### config.mk
export PLATFORM = sky130hd
export DESIGN_NAME = grt_request_decoder
export DESIGN_NICKNAME = d
export VERILOG_FILES = /design/src/verilog/grt_pkg.sv /design/src/verilog/grt_request_decoder.sv
export SDC_FILE = /design/constraint.sdc
export NUM_CORES = 1
export LEC_CHECK = 0
export BUFFER_PORTS_ARGS = -buffer_cell sky130_fd_sc_hd__buf_2
export CORE_ASPECT_RATIO = 0.8
export CORE_UTILIZATION = 49
export CTS_BUF_LIST = sky130_fd_sc_hd__clkbuf_8
export CTS_CLUSTER_DIAMETER = 120
export DETAILED_ROUTE_END_ITERATION = 6
export GPL_ROUTABILITY_DRIVEN = 0
export PLACE_DENSITY = 0.78
export REMOVE_ABC_BUFFERS = 1
export SYNTH_ARGS = -nofsm -noshare
export SYNTH_HDL_FRONTEND = slang
export SYNTH_SLANG_ARGS = --single-unit
### constraint.sdc
create_clock -name clk -period 1.4 [get_ports clk]
set_input_delay 0.35 -clock clk [delete_from_list [all_inputs] [get_ports clk]]
set_output_delay 0.35 -clock clk [all_outputs]
set_load 0.01 [all_outputs]
### src/verilog/grt_pkg.sv
package grt_pkg;

   ////////////////////
   // Widths
   ////////////////////

   // Upper CU id bits pick the table, lower bits the CU inside it
   localparam int TBL_ADDR_W = 2;
   localparam int NUM_TABLES = 1 << TBL_ADDR_W;
   localparam int LCU_W      = 2;
   localparam int NUM_LCU    = 1 << LCU_W;
   localparam int CU_ID_W    = TBL_ADDR_W + LCU_W;

   localparam int WG_ID_W    = 4;
   localparam int NUM_WG     = 1 << WG_ID_W;

   // One extra bit on top so a full CU worth of VGPRs fits
   localparam int VGPR_W     = 10;

   ////////////////////
   // Types
   ////////////////////

   typedef logic [CU_ID_W-1:0]    cu_id_t;
   typedef logic [TBL_ADDR_W-1:0] tbl_addr_t;
   typedef logic [LCU_W-1:0]      lcu_id_t;
   typedef logic [WG_ID_W-1:0]    wg_id_t;
   typedef logic [VGPR_W:0]       vgpr_amt_t;
   typedef logic [NUM_TABLES-1:0] tbl_mask_t;

   typedef enum logic [1:0] {
      OP_NONE    = 2'd0,
      OP_ALLOC   = 2'd1,
      OP_DEALLOC = 2'd2
   } grt_op_e;

endpackage

### src/verilog/grt_request_decoder.sv
module grt_request_decoder
   import grt_pkg::*;
(
   input  logic      clk,
   input  logic      rst,

   // Controller and GPU side strobes
   input  logic      alloc_valid_i,
   input  wg_id_t    alloc_wg_id_i,
   input  cu_id_t    alloc_cu_id_i,
   input  vgpr_amt_t alloc_vgpr_size_i,
   input  logic      dealloc_valid_i,
   input  wg_id_t    dealloc_wg_id_i,
   input  cu_id_t    dealloc_cu_id_i,

   // Table bank inputs
   output tbl_mask_t tbl_sel_o,
   output grt_op_e   op_o,
   output lcu_id_t   lcu_id_o,
   output wg_id_t    wg_id_o,
   output vgpr_amt_t vgpr_size_o,

   // In-flight table write
   output logic      inflight_wr_o,
   output tbl_addr_t inflight_addr_o,
   output lcu_id_t   inflight_lcu_o,
   output wg_id_t    inflight_wg_o,
   output grt_op_e   inflight_op_o
);

   logic      alloc_q, dealloc_q;
   wg_id_t    alloc_wg_q, dealloc_wg_q;
   cu_id_t    alloc_cu_q, dealloc_cu_q;
   vgpr_amt_t alloc_size_q;

   grt_op_e   dec_op_d;
   cu_id_t    dec_cu_d;
   wg_id_t    dec_wg_d;

   grt_op_e   dec_op_q;
   tbl_mask_t dec_sel_q;
   tbl_addr_t dec_addr_q;
   lcu_id_t   dec_lcu_q;
   wg_id_t    dec_wg_q;
   vgpr_amt_t dec_size_q;

   tbl_mask_t in_sel_q;
   grt_op_e   in_op_q;
   lcu_id_t   in_lcu_q;
   wg_id_t    in_wg_q;
   vgpr_amt_t in_size_q;

   ////////////////////
   // Input flops
   ////////////////////

   always_ff @(posedge clk or posedge rst) begin
      if (rst) begin
         alloc_q   <= 1'b0;
         dealloc_q <= 1'b0;
      end else begin
         alloc_q   <= alloc_valid_i;
         dealloc_q <= dealloc_valid_i;
      end
   end

   always_ff @(posedge clk) begin
      alloc_wg_q   <= alloc_wg_id_i;
      alloc_cu_q   <= alloc_cu_id_i;
      alloc_size_q <= alloc_vgpr_size_i;
      dealloc_wg_q <= dealloc_wg_id_i;
      dealloc_cu_q <= dealloc_cu_id_i;
   end

   ////////////////////
   // Decode
   ////////////////////

   // Alloc wins, a dealloc in the same cycle is dropped
   always_comb begin
      dec_op_d = OP_NONE;
      dec_cu_d = dealloc_cu_q;
      dec_wg_d = dealloc_wg_q;
      if (alloc_q) begin
         dec_op_d = OP_ALLOC;
         dec_cu_d = alloc_cu_q;
         dec_wg_d = alloc_wg_q;
      end else if (dealloc_q) begin
         dec_op_d = OP_DEALLOC;
      end
   end

   always_ff @(posedge clk or posedge rst) begin
      if (rst) begin
         dec_op_q  <= OP_NONE;
         dec_sel_q <= '0;
         in_op_q   <= OP_NONE;
         in_sel_q  <= '0;
      end else begin
         dec_op_q  <= dec_op_d;
         dec_sel_q <= (dec_op_d != OP_NONE) ?
                      tbl_mask_t'(1) << dec_cu_d[CU_ID_W-1 -: TBL_ADDR_W] : '0;
         // Table input stage
         in_op_q   <= dec_op_q;
         in_sel_q  <= dec_sel_q;
      end
   end

   always_ff @(posedge clk) begin
      dec_addr_q <= dec_cu_d[CU_ID_W-1 -: TBL_ADDR_W];
      dec_lcu_q  <= dec_cu_d[LCU_W-1:0];
      dec_wg_q   <= dec_wg_d;
      dec_size_q <= alloc_size_q;
      in_lcu_q   <= dec_lcu_q;
      in_wg_q    <= dec_wg_q;
      in_size_q  <= dec_size_q;
   end

   assign tbl_sel_o   = in_sel_q;
   assign op_o        = in_op_q;
   assign lcu_id_o    = in_lcu_q;
   assign wg_id_o     = in_wg_q;
   assign vgpr_size_o = in_size_q;

   // Entry lands in the in-flight table on the edge the bank gets its op
   assign inflight_wr_o   = (dec_op_q != OP_NONE);
   assign inflight_addr_o = dec_addr_q;
   assign inflight_lcu_o  = dec_lcu_q;
   assign inflight_wg_o   = dec_wg_q;
   assign inflight_op_o   = dec_op_q;

endmodule

==> results.yml <==
hold_path:
  hold_class: "primary input to async pin"
critical_path:
  cp.required_ns: 1.05
  r2r_cells: 3
  slowest_delay_ns: 0.38
  critPathLaunchType: "flip-flop"
  worstReg2RegStart: "alloc_q"
  worstPathMaxFanout: 2
  cp-end-kind: "primary output"
  crit_chain: "or2_4 > buf_6"
  crit_start: "inflight_op_o[0]"
  critPathSlowestCell: "dfrtp_1"
  arrival_ns: 1.07
  worst-setup-path-type: "flip-flop to primary output"
floorplan:
  die_h_microns: 56.2
  initial_core_util: 0.519
  die_x_microns: 69.8
  rows: 19
  ios: 65
  core_sq_mm: 0.00347
  die_area_sq_mm: 0.00392
sta:
  hold_viol_final: 0
  min_period_ns: 1.42
  fmax_ghz: 0.703
  setup_ws_ns: -0.0227
  skew_ns: 0.00577
  setup_viol: 1
  rsz0062_at_grt: "yes"
  fin_setup_tns_ns: -0.0227
  period_share: 1.02
  max_slew_margin: 0.674
  worst_pin_slew_ns: 0.488
  drv_slew: 0
run:
  drv_cap: 0
cts:
  clock_latency_ns: 0.33
  ctsHoldBuffers: 0
  clkSinkCount: 77
  cts_max_level: 3
  cts_buffer_depth: 2
  cts_buffers: 9
  cts-root-buf: "clkbuf_8"
  cts_tree: "done"
  clk_pin_slew_ns: 0.07
power:
  leakage_nw: 1.17
  power.density_mw_per_mm2: 1720
  irDropWorstVdd_uv: 1410
yosys:
  synth-seq-cells: 77
  yosysMostFrequentCell: "dfxtp_1"
  synth_flop_cell: "dfxtp_1"
  synth-seq-area-share: 0.895
  synth_cells: 101
  yosysWarningCount: 0
  synth_area_sq_mm: 0.00180
  yosys-top-cells-area: "dfxtp_1, dfrtp_1, mux2_4"
  yosys-top-cells-count: "dfxtp_1, dfrtp_1, mux2_4"
  synth_edf_count: 0
  ys_types: 14
  yosys.area.top_type: "dfxtp_1"
  async_reset_ff_frac: 0.182
  avgSynthCellArea_sq_um: 17.8
  yosysTopAreaCellShare: 0.700
cells_and_area:
  syn_to_final_growth_pct: 32.2
  nNetsFinal: 209
  drive_gt1_frac: 0.492
  n_antenna_cell: 0
  utilization: 0.686
run_status:
  failed_checks: "setup timing"
  outcome: "finished, violations left"
routing:
  viasPerCell: 4.17
  drc: 0
  ant_nets: 0
  routedWlPerCell_microns: 11.4
  vias: 931
  first_pass_iters: 4
  drt_iter0_drc: 30
  routed_wl_microns: 2540
grt:
  antenna_found_initial: 0
  grt_pass1_wl_microns: 4000
  overflow: 0
  first_global_vias: 948
  grt_max_degree: 15
  track_usage: 0.146
placement:
  io_buffers: 64
  dp_slack_ns: 0.254
  dpl.hpwl_microns: 1820
-- sequential cells by signal, summed over array words and instances, names as in the netlist, 4 cells and up --
register       count
inflight_wg_o      4
alloc_cu_q         4
dealloc_cu_q       4
vgpr_size_o       11
alloc_size_q      11
wg_id_o            4
tbl_sel_o          4
dec_size_q        11
dealloc_wg_q       4
dec_sel_q          4
alloc_wg_q         4
-- metrics by stage --
step	cell area, sq um	cells	hold slack [ns]	power (mW)
after floorplan	1790	100	0.239	2.49
after global placement	2170	207	0.310	2.59
after detailed placement	2170	207	0.312	2.61
after CTS	2380	223	0.0318	4.15
after global routing	2380	223	0.0599	4.29
final	2380	223	0.0319	4.09
-- per-layer routing --
metal | global-route usage | up-vias | share of wire
met5 | 0 | - | 0
met4 | 0.0943 | 0 | 0.0091
met3 | 0.0851 | 4 | 0.073
met2 | 0.234 | 37 | 0.53
met1 | 0.145 | 419 | 0.39
li1 | - | 471 | -
-- repair_timing --
item | CTS | global route
cloned | 0 | 0
pin swaps | 1 | 0
endpoints found under the setup margin | 1 | 1
resized for setup | 2 | 0
setup buffers | 2 | 0
-- placed cells by master (no fill, tap or decap) --
cell	count
clkinv_2	1
clkinvlp_4	1
o32ai_1	2
nand2b_1	3
buf_6	1
nand2_2	1
buf_4	3
o22ai_1	2
or2_4	1
mux2_4	4
mux2_2	2
inv_4	1
o21ai_0	1
dfrtp_1	14
dfxtp_1	63
clkbuf_8	10
buf_2	63
nand2_1	3
nor2b_1	1
bufinv_16	1
inv_1	3
-- layout make-up --
| class | instances | area [sq um] |
|---|---|---|
| Clock buffer | 10 | 138 |
| Fill cell | 255 | 1090 |
| Clock inverter | 4 | 48.8 |
| Timing Repair Buffer | 67 | 349 |
| Inverter | 3 | 11.3 |
| Multi-Input combinational cell | 20 | 169 |
| Sequential cell | 77 | 1610 |
| Tap cell | 42 | 52.6 |
-- final timing paths --
check	end	slack, ns
worst max-delay path	inflight_wr_o	-0.02
worst min-delay path	dec_sel_q[0]	0.03
worst max register to register	dec_sel_q[2]	0.34
worst min register to register	dec_size_q[7]	0.32
max in group asynchronous	dealloc_q	1.04
min in group clk	dealloc_cu_q[3]	0.11
-- power breakdown --
| group | switching, mW | internal [mW] | total (mW) |
|---|---|---|---|
| logic | 0.0902 | 0.106 | 0.196 |
| clock network | 0.680 | 0.849 | 1.53 |
| registers | 0.0396 | 2.33 | 2.37 |
| total | 0.810 | 3.28 | 4.09 |
-- logic make-up (layout without fill, tap and decap cells) --
kind of cell    after synthesis  count (layout)  synth area share
flops                        77              77             0.895
simple gates                  9               9            0.0271
mux                           6               6            0.0459
compound gates                5               5            0.0195
buf+inv                       4              84            0.0125
-- worst max-delay path: cells and delay by family (launching register included) --
kind / cells / cell delay, ns
and+or+nand+nor: 1 / 0.25
DFF: 1 / 0.38
buffers and inverters: 1 / 0.12
No activity file was read; power rests on OpenSTA's default activity.
