## config.mk

```make
export PLATFORM = sky130hd
export DESIGN_NAME = grt_completion_arbiter
export DESIGN_NICKNAME = d
export VERILOG_FILES = /design/src/verilog/grt_pkg.sv /design/src/verilog/grt_completion_arbiter.sv
export SDC_FILE = /design/constraint.sdc
export NUM_CORES = 1
export LEC_CHECK = 0
export BUFFER_PORTS_ARGS = -buffer_cell sky130_fd_sc_hd__buf_2
export CORE_MARGIN = 4
export CORE_UTILIZATION = 53
export CTS_BUF_LIST = sky130_fd_sc_hd__clkbuf_4 sky130_fd_sc_hd__clkbuf_8
export DETAILED_ROUTE_END_ITERATION = 6
export PLACE_DENSITY = 0.84
export SYNTH_ARGS = -nofsm -noshare
export SYNTH_HDL_FRONTEND = slang
export SYNTH_SLANG_ARGS = --single-unit
export TNS_END_PERCENT = 10
```

## constraint.sdc

```tcl
create_clock -name clk -period 2.7 [get_ports clk]
set_input_delay 0.27 -clock clk [delete_from_list [all_inputs] [get_ports clk]]
set_output_delay 0.27 -clock clk [all_outputs]
set_load 0.05 [all_outputs]
```

## src/verilog/grt_pkg.sv

```systemverilog
package grt_pkg;

   ////////////////////
   // Widths
   ////////////////////

   // Upper CU id bits pick the table, lower bits the CU inside it
   localparam int TBL_ADDR_W = 2;
   localparam int NUM_TABLES = 1 << TBL_ADDR_W;
   localparam int LCU_W      = 2;
   localparam int NUM_LCU    = 1 << LCU_W;
   localparam int CU_ID_W    = TBL_ADDR_W + LCU_W;

   localparam int WG_ID_W    = 4;
   localparam int NUM_WG     = 1 << WG_ID_W;

   // One extra bit on top so a full CU worth of VGPRs fits
   localparam int VGPR_W     = 10;

   ////////////////////
   // Types
   ////////////////////

   typedef logic [CU_ID_W-1:0]    cu_id_t;
   typedef logic [TBL_ADDR_W-1:0] tbl_addr_t;
   typedef logic [LCU_W-1:0]      lcu_id_t;
   typedef logic [WG_ID_W-1:0]    wg_id_t;
   typedef logic [VGPR_W:0]       vgpr_amt_t;
   typedef logic [NUM_TABLES-1:0] tbl_mask_t;

   typedef enum logic [1:0] {
      OP_NONE    = 2'd0,
      OP_ALLOC   = 2'd1,
      OP_DEALLOC = 2'd2
   } grt_op_e;

endpackage

```

## src/verilog/grt_completion_arbiter.sv

```systemverilog
module grt_completion_arbiter
   import grt_pkg::*;
(
   input  logic                       clk,
   input  logic                       rst,

   // From the table bank
   input  tbl_mask_t                  pending_i,
   input  vgpr_amt_t [NUM_TABLES-1:0] free_cnt_i,

   // In-flight table write from the decoder
   input  logic                       inflight_wr_i,
   input  tbl_addr_t                  inflight_addr_i,
   input  lcu_id_t                    inflight_lcu_i,
   input  wg_id_t                     inflight_wg_i,
   input  grt_op_e                    inflight_op_i,

   output tbl_mask_t                  serviced_o,
   output logic                       alloc_done_o,
   output logic                       dealloc_done_o,
   output wg_id_t                     done_wg_id_o,
   output cu_id_t                     done_cu_id_o,
   output logic                       cam_up_valid_o,
   output cu_id_t                     cam_up_cu_id_o,
   output vgpr_amt_t                  cam_up_vgpr_free_o
);

   // One entry per resource table
   lcu_id_t   ifl_lcu [NUM_TABLES];
   wg_id_t    ifl_wg  [NUM_TABLES];
   grt_op_e   ifl_op  [NUM_TABLES];

   tbl_mask_t cand;
   tbl_mask_t pick_mask;
   tbl_addr_t pick_idx;
   logic      pick_valid;

   tbl_mask_t serviced_q;
   tbl_addr_t sel_idx_q;
   logic      sel_valid_q;

   grt_op_e   ent_op;
   lcu_id_t   ent_lcu;
   wg_id_t    ent_wg;

   logic      alloc_done_q, dealloc_done_q;
   wg_id_t    done_wg_q;
   cu_id_t    done_cu_q;
   vgpr_amt_t free_q;

   ////////////////////
   // In-flight table
   ////////////////////

   always_ff @(posedge clk or posedge rst) begin
      if (rst) begin
         for (int i = 0; i < NUM_TABLES; i++) begin
            ifl_op[i] <= OP_NONE;
         end
      end else if (inflight_wr_i) begin
         ifl_op[inflight_addr_i] <= inflight_op_i;
      end
   end

   always_ff @(posedge clk) begin
      if (inflight_wr_i) begin
         ifl_lcu[inflight_addr_i] <= inflight_lcu_i;
         ifl_wg[inflight_addr_i]  <= inflight_wg_i;
      end
   end

   ////////////////////
   // Priority encoder
   ////////////////////

   // Lowest pending table except the one taken last cycle
   always_comb begin
      cand       = pending_i & ~serviced_q;
      pick_idx   = '0;
      pick_valid = 1'b0;
      for (int i = NUM_TABLES - 1; i >= 0; i--) begin
         if (cand[i]) begin
            pick_idx   = tbl_addr_t'(i);
            pick_valid = 1'b1;
         end
      end
      pick_mask = '0;
      if (pick_valid) begin
         pick_mask[pick_idx] = 1'b1;
      end
   end

   always_ff @(posedge clk or posedge rst) begin
      if (rst) begin
         serviced_q  <= '0;
         sel_idx_q   <= '0;
         sel_valid_q <= 1'b0;
      end else begin
         serviced_q  <= pick_mask;
         sel_idx_q   <= pick_idx;
         sel_valid_q <= pick_valid;
      end
   end

   ////////////////////
   // Done and CAM update
   ////////////////////

   assign ent_op  = ifl_op[sel_idx_q];
   assign ent_lcu = ifl_lcu[sel_idx_q];
   assign ent_wg  = ifl_wg[sel_idx_q];

   always_ff @(posedge clk or posedge rst) begin
      if (rst) begin
         alloc_done_q   <= 1'b0;
         dealloc_done_q <= 1'b0;
      end else begin
         alloc_done_q   <= sel_valid_q && (ent_op == OP_ALLOC);
         dealloc_done_q <= sel_valid_q && (ent_op == OP_DEALLOC);
      end
   end

   // Full CU id rebuilt from table index and local CU
   always_ff @(posedge clk) begin
      done_wg_q <= ent_wg;
      done_cu_q <= {sel_idx_q, ent_lcu};
      free_q    <= free_cnt_i[sel_idx_q];
   end

   assign serviced_o         = serviced_q;
   assign alloc_done_o       = alloc_done_q;
   assign dealloc_done_o     = dealloc_done_q;
   assign done_wg_id_o       = done_wg_q;
   assign done_cu_id_o       = done_cu_q;
   assign cam_up_valid_o     = alloc_done_q | dealloc_done_q;
   assign cam_up_cu_id_o     = done_cu_q;
   assign cam_up_vgpr_free_o = free_q;

   // One table at a time and only one whose result still waits in the bank
   a_serviced_onehot_pending : assert property (
      @(posedge clk) disable iff (rst)
      $onehot0(serviced_o) && ((serviced_o & ~pending_i) == '0)
   ) else $error("serviced mask %b not a single pending table %b", serviced_o, pending_i);

endmodule

```

==> metrics.txt <==
status=complete, no violations; iteration count of the initial detailed-routing pass=6; Synth area leader=edfxtp_1; Slew Viols, Final=0; Via density=5.24; CTS Buffer Depth=2; slew margin rel.=between 40% and 50%; Placed Area=2750 um^2; Worst IR Drop VDD=roughly 0.45 mV; Worst Path Max Fanout=14; WP depth=3; reg2reg end=dealloc_done_o$_DFF_PP0_; GP Congestion=around 0.8; drt wl/cell=approximately 17 um; post-synthesis sequential area ratio=between 60% and 70%; synth top area cells=edfxtp_1, dfrtp_1, dfxtp_1, mux4_1, mux4_2; Antenna diodes=0; number of global-route vias before repair=1474; Setup crit end kind=flop; post-route cell area=between 2000 and 3000 um^2; initial core utilization=56.1%; hpwl dp=3520 um; hold_buf cts=0; fillers=between 200 and 300; cells after synthesis=about 120; Worst path slowest cell=mux4_2; CTS tree=built; Setup CP Type=flop to flop; post-CTS setup buffers=0; H-tree Lvls=3; nets=about 280; Clock Root Buffer=clkbuf_8; total grt overflow=0; fmax=slightly below 600 MHz; Comb pwr share=22.6%; net load switching power=roughly 0.0007 W; share of the synthesized area in the top cell type=31.5%; first-pass GRT wire length=~7000 um; cts bufs inserted=9; pre-CTS setup slack=between 1 and 1.5 ns; Avg Cell Area, Syn=around 19 um^2; Final Non-Filler Cells=269; clk_lat worst skew=0.33 ns; area occupied by multi-input gates=692 um^2; RSZ-0062 raised after global routing=no; Lkg Pwr=1.32 nW; switching part of the total=30.4%; DR iter-0 viols=63; PortBufs=90; Final Hold Viols=0; vias post-DR=1410; most frequent cell after synthesis=edfxtp_1; DRT Wirelength=approximately 4600 um; CTS clk-pin slew, worst paths=roughly 0.07 ns; clock power share=roughly 30%; crit start category=flop; CP cell instances=buf_4 > mux4_2 > and3_1; XOR/XNOR Fraction of Synth Area=0%; maxcap violations=0; Residual DRC=0; Core ar.=about 4000 um^2; crit path from=sel_idx_q[0]$_DFF_PP0_; P per Cell Area=slightly below 800 nW/um^2; Placed Cells=~250; chip height=73.7 um; GRT Util Overall=18.3%; asr flop ratio synth=28.3%; synth unique cells=22; syn_nets=180; critical path's largest stage delay=roughly 0.56 ns; die area=5440 um^2; largest family of logic cells by synthesized area=multiplexers; Least-Margin Pin Slew=0.845 ns; synthesized area=approximately 2300 um^2; Register Area=~1500 um^2; final worst-path cycle share=62.3%; Reg-to-Reg Start=sel_idx_q[0]$_DFF_PP0_; CTS sink count=60; Adder-Cell Fraction of Synth Area=0%; delay-heaviest family, CP=multiplexers; Final setup viols=0; synth cell count leaders=edfxtp_1, dfxtp_1, dfrtp_1; Hold WC Path Type=primary input to async pin; clock skew=around 0.0090 ns; Most used DFF post-synth=edfxtp_1; Worst EP arrival=1.91 ns; R2R cell count=3; internal power=~0.0016 W; CTS resizes=0; initial antenna violation count=0; row cnt=23; Flop pwr share=approximately 47%; ratio of cells with drive above 1 in the final layout=between 50 and 60%; Final WS setup=around 1 ns; area delta synth->final=27.9%; Routed Antenna Nets=0; CP Buf/Inv Count=1; crit path time final=1.68 ns; largest net degree at the start of global routing=22; simple-gate share of the synthesized area=under 10%; I/O pin count=91; setup TNS=0 ns; flop2flop setup slack=1.02 ns; register bit total from synthesis=60; Worst Path Required=slightly below 3 ns; EDFF count, synth=24; mux share of post-synthesis cell area=roughly a quarter; YS warnings=0; post-synthesis compound-gate area fraction=0.437%; Die Wd=about 74 um
## sequential cells by signal, indices dropped and copies added (netlist names), 2 cells and up
| name | flops |
|---|---|
| done_wg_id_o | 4 |
| sel_idx_q | 2 |
| cam_up_vgpr_free_o | 11 |
| ifl_lcu | 8 |
| ifl_op | 8 |
| cam_up_cu_id_o | 4 |
| serviced_o | 4 |
| ifl_wg | 16 |
## layout by cell type (no fill, tap or decap), drive strengths merged
master / n
dfrtp: 17
buf: 92
clkinv: 3
nand2: 1
mux4: 18
clkbuf: 13
nor3b: 3
dfxtp: 19
nand3b: 2
nand2b: 5
and3: 2
inv: 2
mux2i: 2
nor2b: 1
nor2: 3
or2: 1
mux2: 9
edfxtp: 24
a21oi: 2
## how the worst max path moves through the flow
stage / end / slack (ns)
floorplan: ifl_op[6]$_DFFE_PP0P_ / 1.22
global placement: dealloc_done_o$_DFF_PP0_ / 1.08
detailed placement: dealloc_done_o$_DFF_PP0_ / 1.02
CTS: dealloc_done_o$_DFF_PP0_ / 1.01
global route: dealloc_done_o$_DFF_PP0_ / 0.94
finish: dealloc_done_o$_DFF_PP0_ / 1.02
## area by class of cell
cell class              instances  area share (%)
flip-flops and latches         60            52.1
repair buffers                 92            15.9
clock buffers                  13            5.47
multi-input cells              49            23.6
inverters                       2           0.256
well taps                      50            2.14
clock inverters                 3           0.513
## through the flow
stage / total power, W / hold slack (ns) / util (%)
global route: 0.00241 / 0.0556 / 71.7
floorplan: 0.00151 / 0.196 / -
global placement: 0.00162 / 0.355 / 67.4
CTS: 0.00234 / 0.0127 / 71.7
finish: 0.00231 / 0.00111 / 71.7
detailed placement: 0.00164 / 0.378 / 67.4
## logic make-up after synthesis
kind of cell,after synthesis
and+or+nand+nor,18
muxes,29
buffers and inverters,10
AOI/OAI and AO/OA,2
DFF,60
## power by group through the flow
| stage | Sequential, W | Combinational, W | Clock (W) |
|---|---|---|---|
| final | 0.00109 | 0.000524 | 0.000697 |
| after global routing | 0.00110 | 0.000552 | 0.000755 |
| after CTS | 0.00109 | 0.000530 | 0.000714 |
| after detailed placement | 0.00111 | 0.000530 | 0 |
| after global placement | 0.00111 | 0.000516 | 0 |
| after floorplan | 0.00129 | 0.000222 | 0 |
## routing by layer
layer	vias up	wire (um)	track usage [%]	share of wire, %
li1	652	-	-	-
met1	686	1660	19.3	36
met5	-	0	0	0
met3	13	405	5.75	8.8
met2	59	2430	31.4	53
met4	0	127	11.3	2.7
(Power assumes the default switching activity.)
